File: src/displayPkg.sv
/*
 * Display types package
 * BCD score digits, seven-segment lines and digit select codes
 */
`default_nettype none

package displayPkg;

    // Three BCD digits, hundreds in the top nibble
    typedef struct packed {
        logic [3:0] hundreds;
        logic [3:0] tens;
        logic [3:0] ones;
    } bcdScoreT;

    // Segment lines {g, f, e, d, c, b, a}, active high
    typedef logic [6:0] segmentsT;

    // Digit select codes, the ones digit comes first after reset
    localparam logic [1:0] DIGIT_ONES     = 2'd0;
    localparam logic [1:0] DIGIT_TENS     = 2'd1;
    localparam logic [1:0] DIGIT_HUNDREDS = 2'd2;

endpackage

`default_nettype wire

File: src/gameTypesPkg.sv
/*
 * Game types package
 * Grid coordinates, cell positions, move directions and cell-kind flags
 * shared by the playfield scanner and the game logic
 */
`default_nettype none

package gameTypesPkg;

    // One cell coordinate on the 16 by 16 playfield
    typedef logic [3:0] coordT;

    typedef struct packed {
        coordT x;
        coordT y;
    } cellPosT;

    // Opposite directions differ only in bit 0
    typedef enum logic [1:0] {
        DIR_UP    = 2'd0,
        DIR_DOWN  = 2'd1,
        DIR_LEFT  = 2'd2,
        DIR_RIGHT = 2'd3
    } dirT;

    // What the cell at the scan position contains
    typedef struct packed {
        logic head;
        logic body;
        logic apple;
        logic border;
    } cellKindT;

    localparam coordT GRID_LAST = 4'd15;

    // The snake starts heading right with its body trailing to the left
    localparam cellPosT START_POS = '{x: 4'd8, y: 4'd8};
    localparam logic [7:0] START_LENGTH = 8'd3;
    localparam cellPosT APPLE_START = '{x: 4'd3, y: 4'd3};

    // The outer ring of cells forms the wall
    function automatic logic onBorder(input cellPosT pos);
        return (pos.x == '0) || (pos.x == GRID_LAST) || (pos.y == '0) || (pos.y == GRID_LAST);
    endfunction

endpackage

`default_nettype wire

File: src/appleGenerator.sv
/*
 * Apple generator
 * Runs a Galois LFSR once per frame and moves the apple to the
 * LFSR cell after it is eaten, retrying while that cell is taken
 */
`default_nettype none

module appleGenerator
    import gameTypesPkg::*;
#(
    parameter int maxLength = 32
) (
    input  logic                     clk,
    input  logic                     rstN,
    input  logic                     frameEnd,
    input  logic                     goodColl,
    input  logic                     restart,
    input  cellPosT                  scanPos,
    input  cellPosT [maxLength-1:0]  body,
    input  logic [7:0]               snakeLength,
    output logic                     isApple
);

    cellPosT    applePos;
    cellPosT    candidate;
    logic       appleValid;
    logic       searching;
    logic       restartQ;
    logic       candidateFree;
    logic [7:0] lfsr;

    // High nibble gives x and low nibble gives y
    assign candidate = '{x: lfsr[7:4], y: lfsr[3:0]};

    // A candidate must avoid the wall and every live segment
    always_comb begin
        candidateFree = !onBorder(candidate);
        for (int i = 0; i < maxLength; i++) begin
            if ((i < snakeLength) && (body[i] == candidate)) begin
                candidateFree = 1'b0;
            end
        end
    end

    // The eaten apple stays hidden until a free cell turns up
    assign isApple = appleValid && (scanPos == applePos);

    always_ff @(posedge clk or negedge rstN) begin
        if (!rstN) begin
            lfsr       <= 8'd1;
            applePos   <= APPLE_START;
            appleValid <= 1'b1;
            searching  <= 1'b0;
            restartQ   <= 1'b0;
        end else begin
            restartQ <= restart;
            // Taps 8, 6, 5 and 4 in right-shift form
            if (frameEnd) begin
                lfsr <= {1'b0, lfsr[7:1]} ^ (lfsr[0] ? 8'hB8 : 8'h00);
            end
            if (restart) begin
                applePos   <= APPLE_START;
                appleValid <= 1'b1;
                searching  <= 1'b0;
            end else if ((goodColl && !restartQ) || (searching && frameEnd)) begin
                if (candidateFree) begin
                    applePos   <= candidate;
                    appleValid <= 1'b1;
                    searching  <= 1'b0;
                end else begin
                    appleValid <= 1'b0;
                    searching  <= 1'b1;
                end
            end
        end
    end

endmodule

`default_nettype wire

File: src/collisionDetect.sv
/*
 * Collision detector
 * Flags wall cells and collects head-on-apple and head-on-obstacle
 * hits over a frame, then reports them as one-cycle pulses
 */
`default_nettype none

module collisionDetect
    import gameTypesPkg::*;
(
    input  logic    clk,
    input  logic    rstN,
    input  logic    frameEnd,
    input  cellPosT scanPos,
    input  logic    isHead,
    input  logic    isBody,
    input  logic    isApple,
    output logic    isBorder,
    output logic    goodColl,
    output logic    badColl
);

    logic goodNow;
    logic badNow;
    logic goodSeen;
    logic badSeen;

    assign isBorder = onBorder(scanPos);

    // Hits at the cell being scanned right now
    assign goodNow = isHead && isApple;
    assign badNow  = isHead && (isBody || isBorder);

    always_ff @(posedge clk or negedge rstN) begin
        if (!rstN) begin
            goodSeen <= 1'b0;
            badSeen  <= 1'b0;
            goodColl <= 1'b0;
            badColl  <= 1'b0;
        end else if (frameEnd) begin
            // The last cell of the frame is folded in as it is released
            goodColl <= goodSeen || goodNow;
            badColl  <= badSeen || badNow;
            goodSeen <= 1'b0;
            badSeen  <= 1'b0;
        end else begin
            goodColl <= 1'b0;
            badColl  <= 1'b0;
            goodSeen <= goodSeen || goodNow;
            badSeen  <= badSeen || badNow;
        end
    end

endmodule

`default_nettype wire

File: src/digitMux.sv
/*
 * Seven-segment digit multiplexer
 * Steps through the ones, tens and hundreds digits and decodes the
 * selected digit for the shared segment lines
 */
`default_nettype none

module digitMux
    import displayPkg::*;
#(
    parameter int digitHoldCycles = 8
) (
    input  logic       clk,
    input  logic       rstN,
    input  bcdScoreT   shownScore,
    output segmentsT   segments,
    output logic [1:0] digitSel
);

    localparam int HoldW = (digitHoldCycles > 1) ? $clog2(digitHoldCycles) : 1;

    logic [HoldW-1:0] holdCnt;
    logic             holdDone;
    logic [1:0]       nextSel;
    logic [3:0]       nextDigit;

    // Hex digit to {g, f, e, d, c, b, a}
    function automatic segmentsT hexToSeg(input logic [3:0] digit);
        case (digit)
            4'h0:    return 7'h3F;
            4'h1:    return 7'h06;
            4'h2:    return 7'h5B;
            4'h3:    return 7'h4F;
            4'h4:    return 7'h66;
            4'h5:    return 7'h6D;
            4'h6:    return 7'h7D;
            4'h7:    return 7'h07;
            4'h8:    return 7'h7F;
            4'h9:    return 7'h6F;
            4'hA:    return 7'h77;
            4'hB:    return 7'h7C;
            4'hC:    return 7'h39;
            4'hD:    return 7'h5E;
            4'hE:    return 7'h79;
            default: return 7'h71;
        endcase
    endfunction

    assign holdDone = (holdCnt == HoldW'(digitHoldCycles - 1));

    // Segments are decoded for the select value they will appear with
    always_comb begin
        nextSel = digitSel;
        if (holdDone) begin
            nextSel = (digitSel == DIGIT_HUNDREDS) ? DIGIT_ONES : digitSel + 2'd1;
        end
        case (nextSel)
            DIGIT_TENS:     nextDigit = shownScore.tens;
            DIGIT_HUNDREDS: nextDigit = shownScore.hundreds;
            default:        nextDigit = shownScore.ones;
        endcase
    end

    always_ff @(posedge clk or negedge rstN) begin
        if (!rstN) begin
            holdCnt  <= '0;
            digitSel <= DIGIT_ONES;
            segments <= hexToSeg(4'h0);
        end else begin
            holdCnt  <= holdDone ? '0 : holdCnt + 1'b1;
            digitSel <= nextSel;
            segments <= hexToSeg(nextDigit);
        end
    end

endmodule

`default_nettype wire

File: src/gridScanner.sv
/*
 * Playfield scanner
 * Walks the cell coordinates in raster order, one cell per clock,
 * and pulses frameEnd on the last cell of every frame
 */
`default_nettype none

module gridScanner
    import gameTypesPkg::*;
(
    input  logic    clk,
    input  logic    rstN,
    output cellPosT scanPos,
    output logic    frameEnd
);

    // The x counter runs fastest and carries into y at the end of each row
    always_ff @(posedge clk or negedge rstN) begin
        if (!rstN) begin
            scanPos <= '0;
        end else begin
            if (scanPos.x == GRID_LAST) begin
                scanPos.x <= '0;
                // Row 15 wraps back to row 0 to start the next frame
                scanPos.y <= (scanPos.y == GRID_LAST) ? '0 : scanPos.y + 4'd1;
            end else begin
                scanPos.x <= scanPos.x + 4'd1;
            end
        end
    end

    // High for exactly one cycle while the bottom-right cell is scanned
    assign frameEnd = (scanPos.x == GRID_LAST) && (scanPos.y == GRID_LAST);

endmodule

`default_nettype wire

File: src/scoreTracker.sv
/*
 * Score tracker
 * Counts eaten apples, keeps the high score across games, raises
 * gameOver on a crash and presents the shown score in BCD
 */
`default_nettype none

module scoreTracker
    import displayPkg::*;
(
    input  logic     clk,
    input  logic     rstN,
    input  logic     goodColl,
    input  logic     badColl,
    input  logic     restart,
    output logic     gameOver,
    output bcdScoreT shownScore
);

    logic [7:0] score;
    logic [7:0] scoreNext;
    logic [7:0] highScore;
    logic       restartQ;
    logic       goodValid;
    logic       badValid;

    // Double dabble over the 8 input bits
    function automatic bcdScoreT toBcd(input logic [7:0] value);
        logic [19:0] work;
        work = {12'd0, value};
        for (int i = 0; i < 8; i++) begin
            if (work[11:8] >= 4'd5) begin
                work[11:8] = work[11:8] + 4'd3;
            end
            if (work[15:12] >= 4'd5) begin
                work[15:12] = work[15:12] + 4'd3;
            end
            if (work[19:16] >= 4'd5) begin
                work[19:16] = work[19:16] + 4'd3;
            end
            work = work << 1;
        end
        return bcdScoreT'(work[19:8]);
    endfunction

    // Pulses in the cycle after a restart come from the game just ended
    assign goodValid = goodColl && !restartQ && !gameOver;
    assign badValid  = badColl && !restartQ;

    // Saturates at 255
    assign scoreNext = (goodValid && (score != 8'hFF)) ? score + 8'd1 : score;

    always_ff @(posedge clk or negedge rstN) begin
        if (!rstN) begin
            score      <= 8'd0;
            highScore  <= 8'd0;
            gameOver   <= 1'b0;
            restartQ   <= 1'b0;
            shownScore <= '0;
        end else begin
            restartQ <= restart;
            // High score is shown once the game has ended
            shownScore <= toBcd(gameOver ? highScore : score);
            if (restart) begin
                score    <= 8'd0;
                gameOver <= 1'b0;
            end else begin
                score <= scoreNext;
                if (badValid) begin
                    gameOver <= 1'b1;
                    // An apple eaten in the crash frame still counts
                    if (scoreNext > highScore) begin
                        highScore <= scoreNext;
                    end
                end
            end
        end
    end

endmodule

`default_nettype wire

File: src/snakeBodyController.sv
/*
 * Snake body controller
 * Keeps the segment list, length and heading, moves the snake one cell
 * per frame and flags head and body cells at the scan position
 */
`default_nettype none

module snakeBodyController
    import gameTypesPkg::*;
#(
    parameter int maxLength = 32
) (
    input  logic                     clk,
    input  logic                     rstN,
    input  logic                     frameEnd,
    input  logic [3:0]               btnDir,
    input  logic                     restart,
    input  logic                     goodColl,
    input  logic                     badColl,
    input  cellPosT                  scanPos,
    output cellPosT [maxLength-1:0]  body,
    output cellPosT                  headPos,
    output logic [7:0]               snakeLength,
    output logic                     isHead,
    output logic                     isBody
);

    dirT     dir;
    dirT     reqDir;
    dirT     nextDir;
    cellPosT newHead;
    logic    growPending;
    logic    freezePending;
    logic    frozen;
    logic    restartQ;

    // Slot i of the start layout sits i cells left of the start head
    function automatic cellPosT startSlot(input int idx);
        cellPosT slot;
        slot.x = coordT'(START_POS.x - idx);
        slot.y = START_POS.y;
        return slot;
    endfunction

    // Lowest-numbered pressed button wins, so scan from the top bit down
    always_comb begin
        reqDir = dir;
        for (int i = 3; i >= 0; i--) begin
            if (btnDir[i]) begin
                reqDir = dirT'(i);
            end
        end
        // A request for the opposite heading flips bit 0 and is ignored
        nextDir = (reqDir == dirT'(dir ^ 2'd1)) ? dir : reqDir;
    end

    // Next head cell one step along the chosen heading
    always_comb begin
        newHead = body[0];
        case (nextDir)
            DIR_UP:    newHead.y = body[0].y - 4'd1;
            DIR_DOWN:  newHead.y = body[0].y + 4'd1;
            DIR_LEFT:  newHead.x = body[0].x - 4'd1;
            default:   newHead.x = body[0].x + 4'd1;
        endcase
    end

    assign headPos = body[0];
    assign isHead  = (body[0] == scanPos);

    // Only the first snakeLength slots are live, slot 0 being the head
    always_comb begin
        isBody = 1'b0;
        for (int i = 1; i < maxLength; i++) begin
            if ((i < snakeLength) && (body[i] == scanPos)) begin
                isBody = 1'b1;
            end
        end
    end

    always_ff @(posedge clk or negedge rstN) begin
        if (!rstN) begin
            for (int i = 0; i < maxLength; i++) begin
                body[i] <= startSlot(i);
            end
            snakeLength   <= START_LENGTH;
            dir           <= DIR_RIGHT;
            growPending   <= 1'b0;
            freezePending <= 1'b0;
            frozen        <= 1'b0;
            restartQ      <= 1'b0;
        end else begin
            restartQ <= restart;
            if (restart) begin
                // Back to the start layout without taking a step
                for (int i = 0; i < maxLength; i++) begin
                    body[i] <= startSlot(i);
                end
                snakeLength   <= START_LENGTH;
                dir           <= DIR_RIGHT;
                growPending   <= 1'b0;
                freezePending <= 1'b0;
                frozen        <= 1'b0;
            end else if (frameEnd) begin
                growPending   <= 1'b0;
                freezePending <= 1'b0;
                if (frozen || freezePending) begin
                    // A crash stops the snake until the next restart
                    frozen <= 1'b1;
                end else begin
                    dir     <= nextDir;
                    body[0] <= newHead;
                    for (int i = 1; i < maxLength; i++) begin
                        body[i] <= body[i-1];
                    end
                    // Growing keeps the old tail slot live after the shift
                    if (growPending && (snakeLength < maxLength)) begin
                        snakeLength <= snakeLength + 8'd1;
                    end
                end
            end else if (!restartQ) begin
                // Pulses right after a restart belong to the finished game
                if (goodColl) begin
                    growPending <= 1'b1;
                end
                if (badColl) begin
                    freezePending <= 1'b1;
                end
            end
        end
    end

endmodule

`default_nettype wire

File: src/snakeGame.sv
/*
 * Snake game core
 * Scans the playfield, runs the snake, apple and collision rules,
 * tracks the score and drives the multiplexed score display
 */
`default_nettype none

module snakeGame
    import gameTypesPkg::*;
    import displayPkg::*;
#(
    parameter int maxLength       = 32,
    parameter int digitHoldCycles = 8
) (
    input  logic       clk,
    input  logic       rstN,
    input  logic       en,
    input  logic [3:0] btnDir,
    input  logic       btnRestart,
    output cellPosT    scanPos,
    output cellKindT   cellKind,
    output segmentsT   segments,
    output logic [1:0] digitSel,
    output logic       gameOver
);

    logic                    coreRstN;
    logic                    frameEnd;
    logic                    restart;
    logic                    isHead;
    logic                    isBody;
    logic                    isApple;
    logic                    isBorder;
    logic                    goodColl;
    logic                    badColl;
    logic [7:0]              snakeLength;
    cellPosT [maxLength-1:0] body;
    bcdScoreT                shownScore;

    // The whole core sits in reset while the chip is disabled
    assign coreRstN = rstN && en;

    // Restart is only honoured at a frame boundary once the game has ended
    assign restart = frameEnd && btnRestart && gameOver;

    gridScanner scanner (
        .clk(clk), .rstN(coreRstN), .scanPos(scanPos), .frameEnd(frameEnd)
    );

    // Head cell is left open here, the flags already cover the display
    snakeBodyController #(.maxLength(maxLength)) snake (
        .clk(clk), .rstN(coreRstN), .frameEnd(frameEnd), .btnDir(btnDir),
        .restart(restart), .goodColl(goodColl), .badColl(badColl),
        .scanPos(scanPos), .body(body), .headPos(), .snakeLength(snakeLength),
        .isHead(isHead), .isBody(isBody)
    );

    appleGenerator #(.maxLength(maxLength)) apple (
        .clk(clk), .rstN(coreRstN), .frameEnd(frameEnd), .goodColl(goodColl),
        .restart(restart), .scanPos(scanPos), .body(body),
        .snakeLength(snakeLength), .isApple(isApple)
    );

    collisionDetect collide (
        .clk(clk), .rstN(coreRstN), .frameEnd(frameEnd), .scanPos(scanPos),
        .isHead(isHead), .isBody(isBody), .isApple(isApple),
        .isBorder(isBorder), .goodColl(goodColl), .badColl(badColl)
    );

    scoreTracker score (
        .clk(clk), .rstN(coreRstN), .goodColl(goodColl), .badColl(badColl),
        .restart(restart), .gameOver(gameOver), .shownScore(shownScore)
    );

    digitMux #(.digitHoldCycles(digitHoldCycles)) display (
        .clk(clk), .rstN(coreRstN), .shownScore(shownScore),
        .segments(segments), .digitSel(digitSel)
    );

    // Each flag comes from the block that owns that kind of cell
    assign cellKind = '{head: isHead, body: isBody, apple: isApple, border: isBorder};

endmodule

`default_nettype wire

File: config.mk
export PLATFORM = sky130hd
export DESIGN_NAME = snakeGame
export DESIGN_NICKNAME = d
export VERILOG_FILES = /design/src/displayPkg.sv /design/src/gameTypesPkg.sv /design/src/appleGenerator.sv /design/src/collisionDetect.sv /design/src/digitMux.sv /design/src/gridScanner.sv /design/src/scoreTracker.sv /design/src/snakeBodyController.sv /design/src/snakeGame.sv
export SDC_FILE = /design/constraint.sdc
export NUM_CORES = 1
export LEC_CHECK = 0
export BUFFER_PORTS_ARGS = -buffer_cell sky130_fd_sc_hd__buf_4
export CAP_MARGIN = 20
export CORE_MARGIN = 4
export CORE_UTILIZATION = 45
export DETAILED_ROUTE_END_ITERATION = 8
export PLACE_DENSITY = 0.72
export RECOVER_POWER = 100
export SKIP_CTS_REPAIR_TIMING = 1
export SYNTH_ARGS = -nofsm -noshare
export SYNTH_HDL_FRONTEND = slang
export SYNTH_HIERARCHICAL = 1
export SYNTH_SLANG_ARGS = --single-unit
export TNS_END_PERCENT = 30
File: constraint.sdc
create_clock -name clk -period 14.3 [get_ports clk]
set_input_delay 2.86 -clock clk [delete_from_list [all_inputs] [get_ports clk]]
set_output_delay 2.86 -clock clk [all_outputs]
set_load 0.01 [all_outputs]
==> results of run 1 <==
-- where the power goes --
part | internal, µW | total [µW] | switching, µW
clock | 590 | 992 | 402
sequential | 967 | 969 | 1.46
combinational | 7.07 | 31.9 | 24.9
total | 1560 | 1990 | 428
-- cells in the final DEF, fill, tap and decap left out, types with 6 or more instances in the layout --
| cell | instances |
|---|---|
| mux2i_1 | 19 |
| a22oi_1 | 7 |
| and3_1 | 9 |
| mux2_2 | 14 |
| dfstp_2 | 112 |
| a211o_1 | 8 |
| o21ai_0 | 41 |
| clkbuf_16 | 39 |
| xnor2_1 | 212 |
| clkbuf_8 | 10 |
| nand2_1 | 555 |
| buf_4 | 34 |
| xor2_1 | 337 |
| dfrtp_2 | 12 |
| a21oi_1 | 199 |
| inv_1 | 43 |
| a31oi_1 | 13 |
| clkbuf_1 | 34 |
| dfrtp_1 | 217 |
| a211oi_1 | 15 |
| nor2b_1 | 16 |
| ha_1 | 38 |
| nand4_1 | 65 |
| nor3_1 | 20 |
| o311ai_0 | 6 |
| nand3_1 | 35 |
| nor4_1 | 89 |
| o211ai_1 | 10 |
| nor2_1 | 79 |
| nand3b_1 | 96 |
-- sequential cells by signal (all words and copies together), names as in the netlist, 2 cells and up --
register and cells:
scanner/scanPos 8, snake/snakeLength 8, snake/dir 2, score/score 8, snake/body 256, score/shownScore 10, apple/applePos 8, display/segments 7
display/holdCnt 3, score/highScore 8, display/digitSel 2, apple/candidate 8
-- metal layers --
metal	track usage, %	up-vias	share of wire, %
li1	-	8455	-
met1	32.29	9283	42
met2	37.09	830	46
met3	4.750	172	8.4
met4	9.060	0	3.4
met5	0	-	0
-- how the worst max path moves through the flow --
stage | startpoint | end | depth (start not counted)
floorplan | en | apple/applePos[2]$_DFFE_PN0P_ | 1
global placement | snake/snakeLength[5]$_DFFE_PN0P_ | cellKind[2] | 7
detailed placement | snake/snakeLength[5]$_DFFE_PN0P_ | cellKind[2] | 8
CTS | snake/snakeLength[6]$_DFFE_PN0P_ | cellKind[2] | 8
global route | scanner/scanPos[5]$_DFF_PN0_ | apple/applePos[5]$_DFFE_PN1P_ | 9
finish | scanner/scanPos[5]$_DFF_PN0_ | apple/applePos[5]$_DFFE_PN1P_ | 9
-- stage by stage --
| stage | setup WS (ps) | hold slack, ps | utilization (%) | std cells | power (µW) |
|---|---|---|---|---|---|
| after floorplan | 561.7 | 403.1 | - | 2560 | 1007 |
| after global placement | 8441 | 413.3 | 46.71 | 3103 | 1017 |
| after detailed placement | 8359 | 419.0 | 46.71 | 3103 | 1018 |
| after CTS | 7759 | 431.6 | 49.26 | 3171 | 2009 |
| after global routing | 4027 | 456.5 | 49.02 | 3174 | 2055 |
| final | 4442 | 427.8 | 49.02 | 3174 | 1992 |
-- worst register-to-register path, cell delays in order (launching register included) --
cell and delay [ps]:
dfrtp_2 350, clkbuf_1 2580, ha_1 670, nand3_1 160, nor2_1 930, and3_1 530, clkbuf_1 2970, buf_4 1090
nor2_1 150, a211oi_1 320
-- layout make-up --
cell class                      instances  area, µm²  area share (%)
Tap cell                              664      830.8           3.434
Multi-Input combinational cell       1995      12850           53.10
Sequential cell                       341       8688           35.91
Inverter                               44      166.4          0.6878
Clock inverter                          9      106.4          0.4396
Timing Repair Buffer                   62      405.4           1.676
Clock buffer                           59       1151           4.758
==> flow_summary_export.csv, run 1 <==
group,metric,value,unit
outcome,status,"finished with violations",
outcome,violations,"max-capacitance violations, max-slew violations",
sta,setup_viol,0,
drt,ant_nets,0,
power_and_ir_drop,ir_drop,62.98,µV
sta,skew,12.81,ps
global_routing,grt_pass1_wl,102800,µm
yosys,avgSynthCellArea,8.856,µm²
floorplan,die_h,232.4,µm
cells_and_area,final_nets,2529,
hold_path,min_to,"display/holdCnt[0]$_DFF_PN0_",
worst_setup_path,crit_family,"buffers and inverters",
floorplan,die-area,0.05401,mm²
worst_setup_path,rr_endpoint,"apple/applePos[5]$_DFFE_PN1P_",
sta,fin_tns_setup,0,ps
cells_and_area,fillers,4550,
sta,period_minus_slack,9858,ps
clock_tree,cts_tree,"done",
floorplan,ios,30,
clock_tree,cts.sinks,341,
drt,dr.pass1.iters,8,
clock_tree,clkLatencyLatePin,560,ps
worst_setup_path,cp_slowest_stage_delay,2970,ps
worst_setup_path,end_kind,"flop",
sta,period_share,68.93,%
clock_tree,clock_path_buffers,3,
worst_setup_path,cp_cell_sequence,"clkbuf_1 -> ha_1 -> nand3_1 -> nor2_1 -> and3_1 -> clkbuf_1 -> buf_4 -> nor2_1 -> a211oi_1",
cells_and_area,antenna_cells,0,
worst_setup_path,cp_slowest_cell,"clkbuf_1",
sta,max_clock_freq,101.4,MHz
floorplan,coreArea,0.04936,mm²
sta,rsz0062_at_grt,"no",
drt,vias,18740,
global_routing,grt_pass1_vias,18350,
power_and_ir_drop,p_leak,0.01010,µW
drt,first_iter_violations,2251,
hold_path,hp-start,"display/holdCnt[0]$_DFF_PN0_",
cells_and_area,stdcell_area,0.02419,mm²
worst_setup_path,reg2reg_slack,4440,ps
worst_setup_path,worstSetupStartpointType,"flop",
global_routing,grt_overflow,0,
sta,tightest_slew,4198,ps
clock_tree,clkTransAtPathRegs,60,ps
placement,port_buffers,29,
yosys,yosys_warnings,6,
placement,place_congestion,0.9944,
worst_setup_path,critPathKind,"flop to flop",
hold_path,hold_path.class,"flop to flop",
drt,viasPerCell,5.904,
flow_run,maxCapViolCount,8,
worst_setup_path,arrival,10310,ps
global_routing,grt_util_all_layers,23.62,%
sta,worst_slew_margin_rel,-179.9,%
worst_setup_path,reg2reg_depth,9,
cells_and_area,layout-drive-gt1-share,10.68,%
floorplan,initial_core_util,45.91,%
cells_and_area,area_growth,6.764,%
global_routing,grt_max_degree,140,
hold_path,whs_path_depth,1,
worst_setup_path,cp_data_required_time,14750,ps
power_and_ir_drop,powerDensity,82.35,mW/mm²
worst_setup_path,path_buf_inv,3,
worst_setup_path,cp_max_fo,98,
placement,placed_cell_area,0.02305,mm²
yosys,synth_area,0.02266,mm²
sta,final_hold_viol_count,0,
clock_tree,cts-buffers-inserted,37,
placement,post-dp-hpwl,41610,µm
floorplan,die_w,232.4,µm
global_routing,antenna_found_initial,0,
clock_tree,root_buffer,"clkbuf_16",
sta,slew_viol_final,359,
clock_tree,cts.htree.levels,2,
floorplan,rows,81,
drt,routedWlPerCell,20.62,µm
drt,totalWireLength,65440,µm
worst_setup_path,r2r_start,"scanner/scanPos[5]$_DFF_PN0_",
yosys,synthCells,2559,
drt,post-route-drc-count,0,
No activity file was read; power rests on OpenSTA's default activity.
==> run 2, diff against run 1 <==
Settings changed: PLACE_DENSITY 0.72 to 0.7.
Clock period 14.3 ns to 9.9 ns, I/O delays scaled along.
==> flow_summary_export.csv, run 2 (synthesized netlist as in run 1, its figures left out) <==
group,metric,value,unit
power_and_ir_drop,p_leak,0.01010,µW
floorplan,initial_core_util,45.91,%
worst_setup_path,critPathKind,"flop to flop",
placement,port_buffers,29,
worst_setup_path,cp_cell_sequence,"clkbuf_1 -> ha_1 -> nand3_1 -> nor2_1 -> clkbuf_1 -> and2_4 -> clkbuf_2 -> and3_1 -> nand4_1 -> xnor2_1 -> nor2_1",
cells_and_area,fillers,4659,
worst_setup_path,path_buf_inv,3,
global_routing,grt_pass1_wl,102100,µm
sta,skew,9.880,ps
cells_and_area,final_common_cell,"nand2_1",
clock_tree,clock_path_buffers,3,
floorplan,rows,81,
worst_setup_path,worstSetupStartpointType,"flop",
sta,rsz0062_at_grt,"no",
cells_and_area,multi_input_area,0.01285,mm²
sta,period_minus_slack,7679,ps
global_routing,grt_pass1_vias,18280,
floorplan,ios,30,
floorplan,die_h,232.4,µm
clock_tree,cts.htree.levels,2,
worst_setup_path,end_kind,"flop",
placement,place_congestion,0.9496,
drt,totalWireLength,64240,µm
floorplan,die-area,0.05401,mm²
sta,period_share,77.57,%
drt,ant_nets,0,
cells_and_area,ff_latch_area,0.008688,mm²
sta,fin_tns_setup,0,ps
power_and_ir_drop,powerDensity,119.1,mW/mm²
worst_setup_path,r2r_start,"scanner/scanPos[5]$_DFF_PN0_",
drt,post-route-drc-count,0,
power_and_ir_drop,ir_drop,104.0,µV
flow_run,maxCapViolCount,8,
drt,viasPerCell,5.840,
clock_tree,clkTransAtPathRegs,60,ps
outcome,violations,"max-capacitance violations, max-slew violations",
drt,routedWlPerCell,20.24,µm
sta,worst_slew_margin_rel,-211.0,%
clock_tree,cts_tree,"done",
drt,first_iter_violations,1826,
outcome,status,"finished with violations",
sta,final_hold_viol_count,0,
cells_and_area,largestRegisters,"snake/body (256), score/shownScore (10)",
cells_and_area,layout-drive-gt1-share,10.88,%
clock_tree,cts.sinks,341,
worst_setup_path,cp_slowest_stage_delay,1690,ps
cells_and_area,mostFrequentLayoutCells,"nand2_1, xor2_1, dfrtp_1, xnor2_1, a21oi_1",
clock_tree,root_buffer,"clkbuf_16",
cells_and_area,area_growth,6.780,%
power_and_ir_drop,p_total,2882,µW
sta,setup_viol,0,
worst_setup_path,startpoint,"scanner/scanPos[5]$_DFF_PN0_",
drt,dr.pass1.iters,7,
global_routing,grt_util_all_layers,23.25,%
sta,slew_viol_final,559,
cells_and_area,antenna_cells,0,
worst_setup_path,arrival,7980,ps
floorplan,coreArea,0.04936,mm²
worst_setup_path,crit_family,"buffers and inverters",
hold_path,hold_path.class,"flop to flop",
global_routing,grt_overflow,0,
global_routing,grt_max_degree,220,
cells_and_area,final_nets,2529,
sta,tightest_slew,4664,ps
worst_setup_path,cp_slowest_cell,"clkbuf_1",
placement,post-dp-hpwl,39990,µm
sta,max_clock_freq,130.2,MHz
global_routing,antenna_found_initial,0,
clock_tree,clkLatencyLatePin,540,ps
drt,vias,18540,
worst_setup_path,cp_data_required_time,10200,ps
hold_path,hp-start,"display/holdCnt[0]$_DFF_PN0_",
worst_setup_path,cp_max_fo,97,
clock_tree,cts-buffers-inserted,38,
cells_and_area,largest-register,"snake/body",
cells_and_area,largest_register_ffs,256,
floorplan,die_w,232.4,µm
-- run 2: changes by cell type in the layout (fill, tap and decap cells not counted) --
cell        change
clkbuf_1        -3
mux2_2          +1
buf_12          +1
buf_4           -5
mux2_1          -1
and2_1          +1
and3_1          -1
clkbuf_2        +3
clkinv_4        +2
and2_0          -1
clkinvlp_4      +1
and3_4          +1
clkinv_2        +3
clkbuf_8        -2
-- run 2: power breakdown --
part | internal, µW | total [µW] | switching [µW]
logic | 9.38 | 45.1 | 35.7
registers | 1400 | 1400 | 2.04
clock network | 839 | 1440 | 598
total | 2250 | 2880 | 636
-- run 2: cell type report --
| class | instances | area share [%] |
|---|---|---|
| timing repair buffer | 61 | 1.665 |
| inverter | 44 | 0.6877 |
| sequential | 341 | 35.90 |
| clock inverter | 15 | 0.6050 |
| tap | 664 | 3.433 |
| multi-input combinational | 1995 | 53.11 |
| clock buffer | 54 | 4.597 |
-- run 2: worst paths after layout --
path,endpoint,slack (ps),depth (start not counted)
setup / recovery,snake/snakeLength[3]$_DFFE_PN0P_,2220,11
hold / removal,display/holdCnt[0]$_DFF_PN0_,440,1
setup reg to reg,snake/snakeLength[3]$_DFFE_PN0P_,2220,11
hold reg to reg,display/holdCnt[0]$_DFF_PN0_,440,1
max in group asynchronous,snake/body[165]$_DFFE_PN0P_,2960,4
min in group asynchronous,snake/body[89]$_DFFE_PN0P_,3300,3
-- run 2: metrics by stage --
step	hold WS, ps	setup WS, ps	instance area [µm²]	std cells	util, %
6_report	436.5	2221	24200	3174	49.03
5_1_grt	452.1	1753	24200	3174	49.03
4_1_cts	434.7	3980	24320	3171	49.27
3_5_place_dp	426.5	4007	23060	3102	46.72
3_3_place_gp	413.4	4330	23060	3102	46.72
2_1_floorplan	403.1	2280	22670	2560	-
-- run 2: layer usage --
metal	share of wire (%)	up-vias	track usage [%]
li1	-	8450	-
met1	42	9167	31.68
met2	47	769	37.33
met3	7.7	151	4.199
met4	3.2	0	8.257
met5	0	-	0
-- run 2: worst register-to-register path: stages (launching register included) --
cell	delay, ps
dfrtp_1	930
clkbuf_1	1690
ha_1	550
nand3_1	160
nor2_1	260
clkbuf_1	870
and2_4	630
clkbuf_2	1480
and3_1	500
nand4_1	150
xnor2_1	180
nor2_1	50
==> run 3, diff against run 2 <==
Settings changed: PLACE_DENSITY 0.7 to 0.72.
Clock period 9.9 ns to 6.92 ns, I/O delays scaled along.
==> flow_summary_export.csv, run 3 (synthesized netlist as in run 1, its figures left out) <==
group,metric,value,unit
outcome,status,"finished with violations",
outcome,violations,"max-capacitance violations, max-slew violations",
floorplan,die_w,232.4,µm
global_routing,grt_overflow,0,
placement,place_congestion,0.9386,
power_and_ir_drop,p_total,4199,µW
drt,vias,18850,
sta,tightest_slew,4129,ps
global_routing,grt_busiest_layer,"met2",
sta,setup_viol,0,
drt,dr.pass1.iters,6,
floorplan,initial_core_util,45.91,%
sta,worst_slew_margin_rel,-175.3,%
clock_tree,cts.htree.levels,2,
drt,routedWlPerCell,20.55,µm
clock_tree,cts_tree,"done",
global_routing,grt_util_all_layers,23.88,%
sta,skew,23.03,ps
clock_tree,clkTransAtPathRegs,60,ps
global_routing,grt_pass1_wl,104800,µm
sta,rsz0062_at_grt,"no",
flow_run,maxCapViolCount,11,
global_routing,grtUsageMet2,38.52,%
drt,totalWireLength,65370,µm
clock_tree,root_buffer,"clkbuf_16",
power_and_ir_drop,p_leak,0.01018,µW
floorplan,die_h,232.4,µm
sta,period_share,93.96,%
worst_setup_path,end_kind,"flop",
global_routing,grt_util_met1,32.35,%
worst_setup_path,worstSetupStartpointType,"flop",
floorplan,ios,30,
sta,max_clock_freq,153.8,MHz
sta,timing.hold.ws,435.3,ps
sta,fin_tns_setup,0,ps
sta,final_hold_viol_count,0,
cells_and_area,final_common_cell,"nand2_1",
placement,placed_cell_area,0.02311,mm²
clock_tree,clkLatencyLatePin,550,ps
placement,port_buffers,29,
cells_and_area,stdcell_area,0.02429,mm²
worst_setup_path,cp_data_required_time,7270,ps
worst_setup_path,arrival,6850,ps
sta,period_minus_slack,6502,ps
clock_tree,clock_path_buffers,3,
cells_and_area,fillers,4578,
drt,viasPerCell,5.926,
global_routing,grt_max_degree,176,
sta,slew_viol_final,549,
cells_and_area,layout-drive-gt1-share,11.08,%
cells_and_area,area_growth,7.194,%
global_routing,grt_pass1_vias,18770,
hold_path,hold_path.class,"flop to flop",
placement,post-dp-hpwl,41280,µm
worst_setup_path,critPathKind,"flop to flop",
floorplan,die-area,0.05401,mm²
floorplan,coreArea,0.04936,mm²
cells_and_area,final_nets,2535,
floorplan,rows,81,
drt,post-route-drc-count,0,
drt,ant_nets,0,
power_and_ir_drop,powerDensity,172.9,mW/mm²
drt,first_iter_violations,2079,
cells_and_area,mostFrequentLayoutCells,"nand2_1, xor2_1, dfrtp_1, xnor2_1, a21oi_1",
clock_tree,cts-buffers-inserted,38,
global_routing,grtUsageMet3,4.126,%
power_and_ir_drop,ir_drop,166.7,µV
worst_setup_path,cp_max_fo,98,
cells_and_area,antenna_cells,0,
cells_and_area,largest-register,"snake/body",
cells_and_area,largestRegisters,"snake/body (256), score/shownScore (10)",
clock_tree,cts.sinks,341,
cells_and_area,largest_register_ffs,256,
global_routing,antenna_found_initial,0,
==> run 3: worst paths after layout <==
check / to / depth (start not counted) / slack, ps / start
min reg2reg: display/holdCnt[0]$_DFF_PN0_ / 1 / 440 / display/holdCnt[0]$_DFF_PN0_
max in group asynchronous: snake/body[191]$_DFFE_PN0P_ / 3 / 1230 / en
min: display/holdCnt[0]$_DFF_PN0_ / 1 / 440 / display/holdCnt[0]$_DFF_PN0_
max reg2reg: snake/body[46]$_DFFE_PN0P_ / 8 / 420 / scanner/scanPos[4]$_DFF_PN0_
max: snake/body[46]$_DFFE_PN0P_ / 8 / 420 / scanner/scanPos[4]$_DFF_PN0_
min in group asynchronous: snake/body[5]$_DFFE_PN0P_ / 2 / 2450 / rstN
==> run 3: metrics by stage <==
stage | std cells | setup WS [ps] | util [%]
after global placement | 3111 | 1342 | 46.83
after global routing | 3181 | 266.6 | 49.22
after floorplan | 2560 | 1897 | -
final | 3181 | 418.1 | 49.22
after CTS | 3181 | 979.4 | 49.49
after detailed placement | 3111 | 1001 | 46.83
==> run 3: layout make-up <==
| type | count | area [µm²] | area share (%) |
|---|---|---|---|
| clock buffers | 59 | 1174 | 4.831 |
| clock inverters | 11 | 138.9 | 0.5717 |
| inverters | 44 | 170.2 | 0.7005 |
| multi-input cells | 1995 | 12870 | 52.97 |
| flip-flops and latches | 341 | 8682 | 35.74 |
| well taps | 664 | 830.8 | 3.420 |
| repair buffers | 67 | 427.9 | 1.762 |
==> run 3: power breakdown <==
part	total (µW)	switching (µW)	internal (µW)
Clock	2130	849	1280
Combinational	66.1	51.8	14.3
Sequential	2000	3.10	2000
==> run 3: routing by layer <==
layer | part of all wire, % | routed length (µm)
met1 | 42 | 27310
met2 | 46 | 30360
met3 | 8.0 | 5224
met4 | 3.8 | 2475
met5 | 0 | 0
==> run 3: worst max-delay path, cell delays in order (launching register included) <==
cell	delay [ps]
dfrtp_1	1370
clkbuf_1	1430
ha_1	490
nand3_1	180
nor2_2	150
buf_4	300
and3_4	950
clkbuf_2	1260
a21oi_1	110
